--- src/common/store_pkg.sv ---
package store_pkg;

   ////////////////////////////////////////////////////////////
   // address pattern
   ////////////////////////////////////////////////////////////

   // byte address seen by the generator and the memory port
   localparam int unsigned ADDR_W = 32;

   // beat count per transfer and completed write count
   localparam int unsigned LEN_W = 16;

   ////////////////////////////////////////////////////////////
   // sink control
   ////////////////////////////////////////////////////////////

   // idle      waiting for start, ready_start high
   // working   addresses still coming from the generator
   // drain     generator finished, waiting on the last writes
   typedef enum logic [1:0] {
      SINK_IDLE    = 2'b00,
      SINK_WORKING = 2'b01,
      SINK_DRAIN   = 2'b10
   } sink_state_e;

endpackage

--- src/common/stream_pkg.sv ---
package stream_pkg;

   ////////////////////////////////////////////////////////////
   // data path
   ////////////////////////////////////////////////////////////

   // default beat and memory word width
   localparam int unsigned DATA_W = 32;

   // one strobe per byte lane
   localparam int unsigned STRB_W = DATA_W / 8;

   // byte offset inside a word
   localparam int unsigned OFFS_W = $clog2(STRB_W);

   ////////////////////////////////////////////////////////////
   // flow control
   ////////////////////////////////////////////////////////////

   // credit and fill counters, enough for buffers up to 8 deep
   localparam int unsigned CRED_W = 4;

endpackage
--- src/hdl/store_top.sv ---
module store_top
   import stream_pkg::*;
   import store_pkg::*;
#(
   parameter int unsigned DATA_W        = stream_pkg::DATA_W,
   parameter int unsigned IN_FIFO_DEPTH = 4
) (
   input  logic              clk_i,
   input  logic              rst_ni,
   input  logic              clear_i,
   input  logic              start_i,
   input  logic [ADDR_W-1:0] base_addr_i,
   input  logic [ADDR_W-1:0] stride_i,
   input  logic [LEN_W-1:0]  tot_len_i,
   output logic              ready_start_o,
   output logic              done_o,
   input  logic              in_valid_i,
   input  logic [DATA_W-1:0] in_data_i,
   input  logic [STRB_W-1:0] in_strb_i,
   output logic              in_credit_o,
   output logic              mem_req_o,
   input  logic              mem_gnt_i,
   output logic [ADDR_W-1:0] mem_addr_o,
   output logic [DATA_W-1:0] mem_wdata_o,
   output logic [STRB_W-1:0] mem_be_o
);

   // generator to sink
   logic [ADDR_W-1:0] addr;
   logic              addr_valid;
   logic              addr_ready;
   logic              gen_done;

   // buffer to sink
   logic              buf_valid;
   logic [DATA_W-1:0] buf_data;
   logic [STRB_W-1:0] buf_strb;
   logic              buf_pop;

   addr_gen i_addr_gen (
      .clk_i        ( clk_i       ),
      .rst_ni       ( rst_ni      ),
      .clear_i      ( clear_i     ),
      .start_i      ( start_i     ),
      .base_addr_i  ( base_addr_i ),
      .stride_i     ( stride_i    ),
      .tot_len_i    ( tot_len_i   ),
      .addr_o       ( addr        ),
      .addr_valid_o ( addr_valid  ),
      .addr_ready_i ( addr_ready  ),
      .gen_done_o   ( gen_done    )
   );

   stream_credit_buf #(
      .DATA_W        ( DATA_W        ),
      .IN_FIFO_DEPTH ( IN_FIFO_DEPTH )
   ) i_buf (
      .clk_i       ( clk_i       ),
      .rst_ni      ( rst_ni      ),
      .clear_i     ( clear_i     ),
      .in_valid_i  ( in_valid_i  ),
      .in_data_i   ( in_data_i   ),
      .in_strb_i   ( in_strb_i   ),
      .in_credit_o ( in_credit_o ),
      .buf_valid_o ( buf_valid   ),
      .buf_data_o  ( buf_data    ),
      .buf_strb_o  ( buf_strb    ),
      .buf_pop_i   ( buf_pop     )
   );

   store_sink #(
      .DATA_W ( DATA_W )
   ) i_sink (
      .clk_i         ( clk_i         ),
      .rst_ni        ( rst_ni        ),
      .clear_i       ( clear_i       ),
      .start_i       ( start_i       ),
      .tot_len_i     ( tot_len_i     ),
      .ready_start_o ( ready_start_o ),
      .done_o        ( done_o        ),
      .addr_i        ( addr          ),
      .addr_valid_i  ( addr_valid    ),
      .addr_ready_o  ( addr_ready    ),
      .gen_done_i    ( gen_done      ),
      .buf_valid_i   ( buf_valid     ),
      .buf_data_i    ( buf_data      ),
      .buf_strb_i    ( buf_strb      ),
      .buf_pop_o     ( buf_pop       ),
      .mem_req_o     ( mem_req_o     ),
      .mem_gnt_i     ( mem_gnt_i     ),
      .mem_addr_o    ( mem_addr_o    ),
      .mem_wdata_o   ( mem_wdata_o   ),
      .mem_be_o      ( mem_be_o      )
   );

   // accepted start puts the sink to work and blocks further starts
   a_start_accepted : assert property (
      @(posedge clk_i) disable iff (!rst_ni)
      (start_i && ready_start_o && !clear_i) |=>
         (!ready_start_o && (i_sink.state_q == SINK_WORKING))
   );

endmodule

--- src/hdl/store_sink.sv ---
module store_sink
   import stream_pkg::*;
   import store_pkg::*;
#(
   parameter int unsigned DATA_W = stream_pkg::DATA_W
) (
   input  logic              clk_i,
   input  logic              rst_ni,
   input  logic              clear_i,
   input  logic              start_i,
   input  logic [LEN_W-1:0]  tot_len_i,
   output logic              ready_start_o,
   output logic              done_o,
   input  logic [ADDR_W-1:0] addr_i,
   input  logic              addr_valid_i,
   output logic              addr_ready_o,
   input  logic              gen_done_i,
   input  logic              buf_valid_i,
   input  logic [DATA_W-1:0] buf_data_i,
   input  logic [STRB_W-1:0] buf_strb_i,
   output logic              buf_pop_o,
   output logic              mem_req_o,
   input  logic              mem_gnt_i,
   output logic [ADDR_W-1:0] mem_addr_o,
   output logic [DATA_W-1:0] mem_wdata_o,
   output logic [STRB_W-1:0] mem_be_o
);

   sink_state_e       state_q;
   sink_state_e       state_d;
   logic [LEN_W-1:0]  cnt_q;
   logic [LEN_W-1:0]  cnt_inc;
   logic [OFFS_W-1:0] offs;
   logic              write;
   logic              done_q;
   logic              done_d;

   ////////////////////////////////////////////////////////////
   // pairing and alignment
   ////////////////////////////////////////////////////////////

   assign offs = addr_i[OFFS_W-1:0];

   // request only with both halves of the pair present
   assign mem_req_o   = (state_q != SINK_IDLE) & addr_valid_i & buf_valid_i;
   assign mem_addr_o  = {addr_i[ADDR_W-1:OFFS_W], {OFFS_W{1'b0}}};
   // lanes below the offset stay empty and bytes past the top fall off
   assign mem_be_o    = buf_strb_i << offs;
   assign mem_wdata_o = buf_data_i << {offs, 3'b000};

   // a grant consumes the address and the beat together
   assign write        = mem_req_o & mem_gnt_i;
   assign addr_ready_o = write;
   assign buf_pop_o    = write;

   assign cnt_inc = cnt_q + 1'b1;

   assign ready_start_o = (state_q == SINK_IDLE);
   assign done_o        = done_q;

   ////////////////////////////////////////////////////////////
   // control FSM
   ////////////////////////////////////////////////////////////

   always_comb begin
      state_d = state_q;
      done_d  = 1'b0;
      case (state_q)
         SINK_IDLE: begin
            if (start_i) begin
               state_d = SINK_WORKING;
            end
         end
         SINK_WORKING: begin
            // generator stops with the last granted pair
            if (gen_done_i) begin
               state_d = SINK_DRAIN;
            end
         end
         SINK_DRAIN: begin
            if (cnt_q == tot_len_i) begin
               state_d = SINK_IDLE;
               done_d  = 1'b1;
            end
         end
         default: state_d = SINK_IDLE;
      endcase
   end

   always_ff @(posedge clk_i or negedge rst_ni) begin
      if (!rst_ni) begin
         state_q <= SINK_IDLE;
         done_q  <= 1'b0;
         cnt_q   <= '0;
      end else if (clear_i) begin
         state_q <= SINK_IDLE;
         done_q  <= 1'b0;
         cnt_q   <= '0;
      end else begin
         state_q <= state_d;
         done_q  <= done_d;
         if (ready_start_o && start_i) begin
            cnt_q <= '0;
         end else if (write) begin
            cnt_q <= cnt_inc;
         end
      end
   end

   // waiting request holds address, data and enables until granted
   a_req_stable : assert property (
      @(posedge clk_i) disable iff (!rst_ni)
      (mem_req_o && !mem_gnt_i && !clear_i) |=>
         (mem_req_o && $stable(mem_addr_o) && $stable(mem_wdata_o) && $stable(mem_be_o))
   );

endmodule

--- src/hdl/stream_credit_buf.sv ---
module stream_credit_buf
   import stream_pkg::*;
#(
   parameter int unsigned DATA_W        = stream_pkg::DATA_W,
   parameter int unsigned IN_FIFO_DEPTH = 4
) (
   input  logic              clk_i,
   input  logic              rst_ni,
   input  logic              clear_i,
   input  logic              in_valid_i,
   input  logic [DATA_W-1:0] in_data_i,
   input  logic [STRB_W-1:0] in_strb_i,
   output logic              in_credit_o,
   output logic              buf_valid_o,
   output logic [DATA_W-1:0] buf_data_o,
   output logic [STRB_W-1:0] buf_strb_o,
   input  logic              buf_pop_i
);

   localparam int unsigned PTR_W = $clog2(IN_FIFO_DEPTH);

   logic [DATA_W-1:0] data_q [IN_FIFO_DEPTH];
   logic [STRB_W-1:0] strb_q [IN_FIFO_DEPTH];
   logic [PTR_W-1:0]  wr_ptr_q;
   logic [PTR_W-1:0]  rd_ptr_q;
   logic [CRED_W-1:0] fill_q;
   logic              credit_q;
   logic              push;
   logic              pop;

   // circular pointer, depth need not be a power of two
   function automatic logic [PTR_W-1:0] ptr_inc(input logic [PTR_W-1:0] ptr);
      return (ptr == PTR_W'(IN_FIFO_DEPTH - 1)) ? '0 : ptr + 1'b1;
   endfunction

   // no ready toward the source, credits guarantee room
   assign push = in_valid_i;
   assign pop  = buf_pop_i & buf_valid_o;

   assign buf_valid_o = (fill_q != '0);
   assign buf_data_o  = data_q[rd_ptr_q];
   assign buf_strb_o  = strb_q[rd_ptr_q];
   assign in_credit_o = credit_q;

   ////////////////////////////////////////////////////////////
   // pointers, fill level and credit return
   ////////////////////////////////////////////////////////////

   always_ff @(posedge clk_i or negedge rst_ni) begin
      if (!rst_ni) begin
         wr_ptr_q <= '0;
         rd_ptr_q <= '0;
         fill_q   <= '0;
         credit_q <= 1'b0;
      end else if (clear_i) begin
         // flushed entries give no credit back
         wr_ptr_q <= '0;
         rd_ptr_q <= '0;
         fill_q   <= '0;
         credit_q <= 1'b0;
      end else begin
         if (push) begin
            wr_ptr_q <= ptr_inc(wr_ptr_q);
         end
         if (pop) begin
            rd_ptr_q <= ptr_inc(rd_ptr_q);
         end
         if (push && !pop) begin
            fill_q <= fill_q + 1'b1;
         end else if (pop && !push) begin
            fill_q <= fill_q - 1'b1;
         end
         // one credit per beat handed to the sink
         credit_q <= pop;
      end
   end

   // storage
   always_ff @(posedge clk_i) begin
      if (push) begin
         data_q[wr_ptr_q] <= in_data_i;
         strb_q[wr_ptr_q] <= in_strb_i;
      end
   end

   // a source that spends only its credits never hits a full FIFO
   a_no_push_when_full : assert property (
      @(posedge clk_i) disable iff (!rst_ni)
      (in_valid_i && !clear_i) |-> (fill_q != CRED_W'(IN_FIFO_DEPTH))
   );

endmodule

--- src/addr_gen/addr_gen.sv ---
module addr_gen
   import store_pkg::*;
(
   input  logic              clk_i,
   input  logic              rst_ni,
   input  logic              clear_i,
   input  logic              start_i,
   input  logic [ADDR_W-1:0] base_addr_i,
   input  logic [ADDR_W-1:0] stride_i,
   input  logic [LEN_W-1:0]  tot_len_i,
   output logic [ADDR_W-1:0] addr_o,
   output logic              addr_valid_o,
   input  logic              addr_ready_i,
   output logic              gen_done_o
);

   logic [ADDR_W-1:0] addr_q;
   logic [LEN_W-1:0]  cnt_q;
   logic [LEN_W-1:0]  cnt_next;
   logic              valid_q;
   logic              load;
   logic              accept;
   logic              last;

   // a new pattern is only loaded while nothing is pending
   assign load     = start_i & ~valid_q;
   assign accept   = valid_q & addr_ready_i;
   assign cnt_next = cnt_q + 1'b1;
   assign last     = (cnt_next == tot_len_i);

   assign addr_o       = addr_q;
   assign addr_valid_o = valid_q;
   assign gen_done_o   = accept & last;

   ////////////////////////////////////////////////////////////
   // issue control
   ////////////////////////////////////////////////////////////

   always_ff @(posedge clk_i or negedge rst_ni) begin
      if (!rst_ni) begin
         valid_q <= 1'b0;
         cnt_q   <= '0;
      end else if (clear_i) begin
         valid_q <= 1'b0;
         cnt_q   <= '0;
      end else if (load) begin
         // zero length transfer issues nothing
         valid_q <= (tot_len_i != '0);
         cnt_q   <= '0;
      end else if (accept) begin
         cnt_q <= cnt_next;
         if (last) begin
            valid_q <= 1'b0;
         end
      end
   end

   // output address register
   always_ff @(posedge clk_i) begin
      if (load) begin
         addr_q <= base_addr_i;
      end else if (accept) begin
         addr_q <= addr_q + stride_i;
      end
   end

   // while an address is offered, fewer than tot_len have gone out
   a_cnt_in_range : assert property (
      @(posedge clk_i) disable iff (!rst_ni)
      addr_valid_o |-> (cnt_q < tot_len_i)
   );

endmodule

--- config.mk ---
export PLATFORM = sky130hd
export DESIGN_NAME = store_top
export DESIGN_NICKNAME = d
export VERILOG_FILES = /design/src/common/store_pkg.sv /design/src/common/stream_pkg.sv /design/src/hdl/store_top.sv /design/src/hdl/store_sink.sv /design/src/hdl/stream_credit_buf.sv /design/src/addr_gen/addr_gen.sv
export SDC_FILE = /design/constraint.sdc
export NUM_CORES = 1
export LEC_CHECK = 0
export BUFFER_PORTS_ARGS = -buffer_cell sky130_fd_sc_hd__buf_2
export CAP_MARGIN = 20
export CORE_MARGIN = 3
export CORE_UTILIZATION = 55
export CTS_BUF_LIST = sky130_fd_sc_hd__clkbuf_8
export CTS_CLUSTER_DIAMETER = 200
export DETAILED_ROUTE_END_ITERATION = 6
export PLACE_DENSITY_LB_ADDON = 0.08
export SLEW_MARGIN = 20
export SYNTH_ARGS = -nofsm -noshare
export SYNTH_HDL_FRONTEND = slang
export SYNTH_SLANG_ARGS = --single-unit
--- constraint.sdc ---
create_clock -name clk_i -period 8.6 [get_ports clk_i]
set_input_delay 1.72 -clock clk_i [delete_from_list [all_inputs] [get_ports clk_i]]
set_output_delay 1.72 -clock clk_i [all_outputs]
set_load 0.05 [all_outputs]
==> results.py, run 1 <==
metrics = {
    "timing": {
        "min_period_ns": 4.61,
        "drv_slew": 0,
        "fin_hold_ws_ns": 0.519,
        "finalCritPeriodShare_pct": 53.7,
        "slew_headroom_pct": 31.9,
        "setup-tns-final_ns": 0,
        "fin_skew_ns": 0.0245,
        "timing.fmax_mhz": 217,
        "setup_viol_count_final": 0,
        "layout_setup_ws_ns": 3.99,
        "hold_viol": 0,
        "worst_slew_pin_slew_ns": 1.02,
        "rsz0062_at_grt": "no",
    },
    "final_layout": {
        "nNetsFinal": 1328,
        "finalInstanceArea_um2": 13700,
        "final_common_cell": "buf_2",
        "final-seq-area_um2": 6410,
        "nFillCells": 1663,
        "drive_gt1_share_pct": 25.8,
        "fin_cells": 1473,
        "syn_to_final_growth_pct": 15.2,
        "final_util_pct": 64.8,
        "multi_input_area_um2": 4980,
        "final_cell_mix": "buf_2, edfxtp_1, nor2_1, a21oi_1, o21ai_0",
    },
    "clock_tree": {
        "postCtsSetupBuffers": 0,
        "cts_tree": "built",
        "cts_made_buffers": 40,
        "clockRootBuffer": "clkbuf_8",
        "cts_sinks": 221,
        "postCtsHoldBufs": 0,
        "cts.clk_slew.worst_paths_ns": 0.06,
        "cts_resized": 0,
        "insertion_delay_ns": 0.54,
        "htreeDepth": 2,
        "cts.path.max_buffers": 3,
    },
    "synth": {
        "synth_edf_count": 176,
        "ys.flop_type": "edfxtp_1",
        "netlist_area_um2": 11900,
        "syn_avg_cell_area_um2": 12.0,
        "synth_warnings": 0,
        "ys_seq_area_share_pct": 53.9,
        "async_flop_share_pct": 20.4,
        "ys_types": 70,
        "ys_ff_latch": 221,
        "synthCells": 994,
    },
    "critical_path": {
        "endpoint_kind": "primary output",
        "path_delay_family": "buffers and inverters",
        "critPathRequiredTime_ns": 6.88,
        "path_buf_inv": 2,
        "crit_slowest_cell": "mux4_2",
        "r2r-start": "i_addr_gen.addr_o[0]",
        "arrival_ns": 2.89,
        "r2r_slack_ns": 4.95,
        "critPathKind": "reg2out",
        "crit_fanout": 36,
        "rr_endpoint": "i_addr_gen.addr_o[30]",
        "worstSetupStartpointType": "flip-flop",
        "slowest_delay_ns": 0.61,
        "path_cells": "buf_4 > mux4_2 > nor2b_1 > a211oi_1 > a21oi_1 > buf_2",
        "crit_cells": 6,
        "reg2reg_depth": 12,
    },
    "place": {
        "port_buffers": 191,
        "dpl_cell_area_um2": 12900,
        "place_inst": 1397,
        "place_ws_ns": 4.03,
        "hpwl_um": 18700,
        "place_congestion": 0.881,
    },
    "die": {
        "die-area_um2": 23400,
        "die_height_um": 153,
        "coreArea_um2": 21200,
        "ios": 194,
        "core.rowCount": 53,
        "chipWidth_um": 153,
        "initial_core_util_pct": 56.2,
    },
    "routing": {
        "post_drt_wl_per_cell_um": 18.4,
        "vias": 8436,
        "viasPerCell": 5.73,
        "ant_nets": 0,
        "firstDrtPassIters": 5,
        "drcViolationCount": 0,
        "drt-total-wl_um": 27100,
        "drt_iter0_drc": 673,
    },
    "run_status": {
        "status": "completed",
    },
    "power_and_ir_drop": {
        "total_power_mw": 3.00,
        "ir_drop_mv": 0.136,
        "p_leak_nw": 5.44,
        "power_density_nw_per_um2": 219,
    },
    "grt": {
        "grt_max_degree": 48,
        "first_global_vias": 8384,
        "antenna_found_initial": 1,
        "grt_pass1_wl_um": 43600,
        "grt.overflow.total": 0,
        "grt_usage_pct": 22.9,
    },
    "worst_hold_path": {
        "hp-class": "reg2reg",
        "hp-start": "i_sink.state_q[1]",
        "whs_endpoint": "i_sink.state_q[0]",
        "holdPathStages": 1,
    },
    "job": {
        "maxCapViolCount": 0,
    },
}
==> sequential cells by signal (all words and copies together) (netlist names), 2 cells and up <==
| signal | cells |
|---|---|
| i_addr_gen.addr_o | 32 |
| i_addr_gen.cnt_q | 16 |
| i_buf.data_q | 128 |
| i_buf.fill_q | 4 |
| i_buf.rd_ptr_q | 2 |
| i_buf.strb_q | 16 |
| i_buf.wr_ptr_q | 2 |
| i_sink.cnt_q | 16 |
| i_sink.state_q | 2 |
==> per-layer routing <==
metal  up-vias  GRT usage (%)  routed length [µm]
met5         -              0                   0
met4         0           7.21                 572
met3        50           4.30                1720
met1      4065           32.9               12300
met2       274           35.7               12400
li1       4047              -                   -
==> final cells by class <==
cell class	instances	share of cell area (%)
multi-input combinational	675	36.3
tap	275	2.51
clock inverter	30	1.76
clock buffer	44	4.42
sequential	221	46.8
inverter	27	0.739
antenna	2	0.0365
timing repair buffer	199	7.41
==> where the power goes <==
group / total, mW / internal (mW) / switching (mW) / leakage, nW
combinational: 0.697 / 0.228 / 0.469 / 2.72
sequential: 1.26 / 1.24 / 0.0254 / 2.25
clock: 1.04 / 0.597 / 0.444 / 0.465
total: 3.00 / 2.06 / 0.938 / 5.44
==> cells by family (layout without fill, tap and decap cells) <==
kind of cell	after synthesis	after routing	share of synthesized area, %
simple gates	283	283	11.9
xor+xnor	68	68	5.01
compound gates	221	221	11.5
flops	221	221	53.9
buf+inv	99	300	4.35
fa+ha+maj	42	42	4.54
other cells	1	4	0.0315
mux	59	59	8.76
==> synth_stat cells (8+ instances only) <==
master | instances | share of area [%]
edfxtp_1 | 176 | 44
nor2_1 | 94 | 3.0
a21oi_1 | 66 | 2.8
o21ai_0 | 62 | 2.6
nand2_1 | 61 | 1.9
dfrtp_1 | 45 | 9.5
ha_1 | 40 | 4.2
mux4_2 | 36 | 6.8
buf_4 | 34 | 2.1
xnor2_1 | 34 | 2.5
xor2_1 | 34 | 2.5
clkbuf_1 | 27 | 0.85
inv_1 | 26 | 0.82
mux2i_1 | 22 | 1.9
nand3_1 | 21 | 0.88
a211oi_1 | 19 | 1.2
and2_1 | 17 | 0.89
nor2b_1 | 14 | 0.74
nor3_1 | 13 | 0.55
a21o_1 | 12 | 0.76
nor4_1 | 12 | 0.63
or3_1 | 12 | 0.63
o31ai_1 | 11 | 0.69
buf_1 | 8 | 0.25
==> how the worst max path moves through the flow <==
stage                                        to  slack [ns]               from
after floorplan                 mem_wdata_o[19]        4.20  i_buf.rd_ptr_q[0]
after CTS                       mem_wdata_o[28]        3.88  i_buf.rd_ptr_q[0]
after detailed placement  i_addr_gen.addr_o[30]        4.03        stride_i[0]
after global routing            mem_wdata_o[29]        3.76  i_buf.rd_ptr_q[0]
final                           mem_wdata_o[29]        3.99  i_buf.rd_ptr_q[0]
after global placement    i_addr_gen.addr_o[30]        4.07        stride_i[0]
Note: power is estimated with default switching activity, not from simulation.
==> run 2: changes to the inputs <==
Clock period 8.6 ns to 4.4 ns, I/O delays scaled along.
==> results.py, run 2 (synthesis gave the netlist of run 1 again) <==
metrics = {
    "routing": {
        "vias": 8389,
        "viasPerCell": 5.70,
        "firstDrtPassIters": 5,
        "top_layer": "met5",
        "drcViolationCount": 0,
        "dr_wl_met2_um": 12400,
        "drt-total-wl_um": 27000,
        "wl_met1_um": 12300,
        "wl_met3_um": 1610,
        "ant_nets": 0,
        "post_drt_wl_per_cell_um": 18.3,
        "drt_iter0_drc": 563,
    },
    "clock_tree": {
        "htreeDepth": 2,
        "cts_made_buffers": 39,
        "postCtsHoldBufs": 0,
        "cts.clk_slew.worst_paths_ns": 0.06,
        "postCtsSetupBuffers": 0,
        "cts_sinks": 221,
        "insertion_delay_ns": 0.54,
        "cts.path.max_buffers": 3,
        "cts_tree": "built",
        "cts_resized": 0,
        "clockRootBuffer": "clkbuf_8",
    },
    "final_layout": {
        "nNetsFinal": 1328,
        "final_cell_mix": "buf_2, edfxtp_1, nor2_1, a21oi_1, o21ai_0",
        "drive_gt1_share_pct": 25.6,
        "syn_to_final_growth_pct": 14.9,
        "largest_reg_flops": 128,
        "final_common_cell": "buf_2",
        "final_util_pct": 64.6,
        "finalInstanceArea_um2": 13700,
        "regMostFlops": "i_buf.data_q",
    },
    "die": {
        "die-area_um2": 23400,
        "initial_core_util_pct": 56.2,
        "die_height_um": 153,
        "coreArea_um2": 21200,
        "ios": 194,
        "chipWidth_um": 153,
        "core.rowCount": 53,
    },
    "critical_path": {
        "arrival_ns": 2.76,
        "path_cells": "buf_4 > mux4_2 > nor2b_1 > a211oi_1 > a21oi_1 > buf_2",
        "r2r_slack_ns": 1.25,
        "critPathKind": "reg2out",
        "worstSetupStartpointType": "flip-flop",
        "endpoint_kind": "primary output",
        "slowest_delay_ns": 0.64,
        "critPathRequiredTime_ns": 3.52,
        "crit_slowest_cell": "dfrtp_2",
        "crit_fanout": 12,
    },
    "timing": {
        "setup_viol_count_final": 0,
        "fin_skew_ns": 0.0277,
        "worst_slew_pin_slew_ns": 1.04,
        "timing.fmax_mhz": 275,
        "hold_viol": 0,
        "setup-tns-final_ns": 0,
        "min_period_ns": 3.64,
        "slew_headroom_pct": 30.5,
        "finalCritPeriodShare_pct": 82.6,
        "drv_slew": 0,
        "rsz0062_at_grt": "no",
        "layout_setup_ws_ns": 0.765,
        "fin_hold_ws_ns": 0.295,
    },
    "power_and_ir_drop": {
        "power.switching_mw": 1.80,
        "combPwrFrac_pct": 23.8,
        "p_clk_share_pct": 32.9,
        "seq_power_share_pct": 43.3,
        "p_leak_nw": 5.42,
        "power_density_nw_per_um2": 417,
        "p_sw_share_pct": 31.6,
        "ir_drop_mv": 0.250,
        "p_int_mw": 3.90,
    },
    "place": {
        "place_congestion": 0.886,
        "place_ws_ns": 0.673,
        "hpwl_um": 18800,
        "dpl_cell_area_um2": 12900,
        "port_buffers": 191,
    },
    "grt": {
        "grt_max_degree": 47,
        "first_global_vias": 8398,
        "grt_usage_pct": 22.8,
        "grt.overflow.total": 0,
        "grt_pass1_wl_um": 43400,
        "antenna_found_initial": 3,
    },
    "run_status": {
        "status": "completed",
    },
    "job": {
        "maxCapViolCount": 0,
    },
    "worst_hold_path": {
        "hp-class": "in2async",
    },
}
-- run 2: layout make-up --
type                       instances  area, µm²
fill                            1685       7490
inverter                          27        101
timing repair buffer             200       1040
clock inverter                    32        230
tap                              275        344
clock buffer                      40        551
multi-input combinational        675       4980
antenna                            3       7.51
sequential                       221       6410
-- run 2: worst max-delay path: cells and delay by family (launching register included) --
family                 cells  cell delay (ns)
and+or+nand+nor            1             0.16
buffers and inverters      2             0.54
AOI/OAI and AO/OA          2             0.33
DFF                        1             0.64
muxes                      1             0.54
-- run 2: worst paths after layout --
kind | depth (start not counted) | endpoint | startpoint
worst max register to register | 11 | i_addr_gen.addr_o[30] | i_addr_gen.addr_o[0]
worst max-delay path | 6 | mem_be_o[3] | i_buf.rd_ptr_q[0]
min in group clk_i | 1 | i_sink.state_q[0] | i_sink.state_q[1]
worst min-delay path | 1 | i_sink.cnt_q[14] | rst_ni
worst min register to register | 1 | i_sink.state_q[0] | i_sink.state_q[1]
max in group asynchronous | 2 | i_buf.rd_ptr_q[0] | rst_ni
-- run 2: metrics by stage --
stage | instances | power (mW)
3_5_place_dp | 1398 | 3.86
5_1_grt | 1472 | 5.99
6_report | 1473 | 5.70
3_3_place_gp | 1398 | 3.85
2_1_floorplan | 995 | 3.56
4_1_cts | 1470 | 5.76
-- run 2: metal layers --
metal | vias up | track usage (%)
met3 | 40 | 4.39
met5 | - | 0
met4 | 2 | 6.58
met2 | 248 | 35.8
met1 | 4046 | 32.8
li1 | 4053 | -
-- run 2: power by group through the flow --
stage | clock network (mW) | logic (mW) | registers, mW
final | 1.87 | 1.36 | 2.47
after global routing | 2.03 | 1.48 | 2.48
after CTS | 1.93 | 1.36 | 2.47
after detailed placement | 0 | 1.35 | 2.51
after global placement | 0 | 1.35 | 2.51
after floorplan | 0 | 1.07 | 2.49
==> run 3: changes to the inputs <==
Settings changed: CORE_UTILIZATION 55 to 53.
Clock period 4.4 ns to 3 ns, I/O delays scaled along.
==> results.py, run 3 (synthesis gave the netlist of run 1 again) <==
metrics = {
    "die": {
        "die-area_um2": 24300,
        "initial_core_util_pct": 54.2,
        "core.rowCount": 54,
        "die_height_um": 156,
        "coreArea_um2": 22000,
        "ios": 194,
        "chipWidth_um": 156,
    },
    "routing": {
        "drt-total-wl_um": 28700,
        "ant_nets": 0,
        "firstDrtPassIters": 5,
        "drcViolationCount": 0,
        "post_drt_wl_per_cell_um": 18.5,
        "drt_iter0_drc": 676,
        "viasPerCell": 5.61,
        "vias": 8705,
    },
    "critical_path": {
        "crit_slowest_cell": "mux4_2",
        "critPathRequiredTime_ns": 2.40,
        "r2r_slack_ns": 0.16,
        "slowest_delay_ns": 0.56,
        "worstSetupStartpointType": "flip-flop",
        "critPathKind": "reg2out",
        "path_common_cell": "buf_12",
        "crit_fanout": 7,
        "path_delay_family": "multiplexers",
        "path_buf_inv": 3,
        "path_cells": "buf_12 > buf_12 > mux4_2 > mux2i_2 > a21oi_1 > buf_4",
        "arrival_ns": 2.35,
        "endpoint_kind": "primary output",
    },
    "grt": {
        "antenna_found_initial": 2,
        "first_global_vias": 8822,
        "grt.overflow.total": 0,
        "grt_pass1_wl_um": 45700,
        "grt_max_degree": 39,
        "grt_usage_pct": 23.6,
    },
    "clock_tree": {
        "cts.path.max_buffers": 3,
        "htreeDepth": 2,
        "cts_tree": "built",
        "cts_sinks": 221,
        "clockRootBuffer": "clkbuf_8",
        "cts_made_buffers": 39,
        "insertion_delay_ns": 0.54,
        "cts.clk_slew.worst_paths_ns": 0.06,
    },
    "timing": {
        "drv_slew": 0,
        "finalCritPeriodShare_pct": 98.4,
        "timing.fmax_mhz": 339,
        "worst_slew_pin_slew_ns": 0.613,
        "hold_viol": 0,
        "setup_viol_count_final": 0,
        "fin_skew_ns": 0.0279,
        "min_period_ns": 2.95,
        "rsz0062_at_grt": "yes",
        "layout_setup_ws_ns": 0.0478,
        "slew_headroom_pct": 59.1,
    },
    "final_layout": {
        "final_cell_mix": "edfxtp_1, buf_2, nor2_1, buf_4, nand2_1",
        "nFillCells": 1716,
        "final_common_cell": "edfxtp_1",
        "drive_gt1_share_pct": 31.5,
        "syn_to_final_growth_pct": 21.5,
        "final-seq-area_um2": 6410,
        "final_util_pct": 65.8,
        "nNetsFinal": 1405,
        "regMostFlops": "i_buf.data_q",
        "multi_input_area_um2": 5100,
        "largest_reg_flops": 128,
    },
    "place": {
        "place_congestion": 0.915,
        "place_ws_ns": -0.243,
        "hpwl_um": 20000,
        "port_buffers": 191,
    },
    "worst_hold_path": {
        "hp-class": "in2reg",
    },
    "job": {
        "maxCapViolCount": 0,
    },
    "power_and_ir_drop": {
        "p_leak_nw": 5.83,
        "ir_drop_mv": 0.399,
        "power_density_nw_per_um2": 587,
    },
    "run_status": {
        "status": "completed",
    },
}
[run 3: per-stage QoR]
stage	instance area (µm²)	total power, mW	hold WS (ns)	instances	TNS [ns]
2_1_floorplan	11900	5.23	0.304	995	0
3_3_place_gp	13400	5.85	0.468	1468	-0.729
3_5_place_dp	13400	5.86	0.474	1468	-1.26
4_1_cts	14300	8.51	0.246	1547	0
5_1_grt	14400	8.90	0.252	1550	-0.382
6_report	14500	8.49	0.280	1552	0
[run 3: power by group]
part	internal (mW)	switching, mW
clock network	1.36	1.22
logic	0.859	1.43
registers	3.54	0.0774
[run 3: path summary, 6_finish.rpt]
kind / to / depth (start not counted) / startpoint
min in group asynchronous: i_sink.cnt_q[14] / 2 / rst_ni
worst min-delay path: i_buf.data_q[2][11] / 1 / in_data_i[11]
max in group asynchronous: i_buf.rd_ptr_q[0] / 3 / rst_ni
worst max register to register: i_addr_gen.addr_o[30] / 9 / i_addr_gen.addr_o[13]
worst min register to register: i_sink.state_q[0] / 1 / i_sink.state_q[1]
worst max-delay path: mem_wdata_o[26] / 6 / i_buf.rd_ptr_q[0]
[run 3: area by class of cell]
| type | instances | area share, % |
|---|---|---|
| Sequential cell | 221 | 44.4 |
| Clock inverter | 28 | 1.07 |
| Tap cell | 280 | 2.42 |
| Multi-Input combinational cell | 675 | 35.3 |
| Timing Repair Buffer | 277 | 12.2 |
| Inverter | 27 | 0.701 |
| Antenna cell | 3 | 0.0519 |
| Clock buffer | 41 | 3.90 |
[run 3: repair_timing]
action                                 in CTS  in global routing
gates resized for setup                    32                 28
buffers inserted                            8                  2
pin swaps                                   2                  4
gates cloned                                1                  0
setup endpoints to repair                   9                 26
endpoints found under the hold margin       8                  0
hold buffers                                1                  0
[run 3: worst reg2reg max path, stage by stage (launching register included)]
cell	delay, ns
edfxtp_1	0.41
ha_1	0.34
a21oi_1	0.18
o21ai_0	0.17
a21o_1	0.21
a221o_1	0.36
o2111ai_1	0.28
nand3_1	0.13
and3_1	0.18
or3_1	0.35
[run 3: routing by layer]
layer | vias up | GRT usage, % | share of wire (%)
met1 | 4181 | 33.4 | 45
met3 | 44 | 4.74 | 6.6
met5 | - | 0 | 0.024
met4 | 2 | 6.43 | 2.3
li1 | 4197 | - | -
met2 | 281 | 37.5 | 46
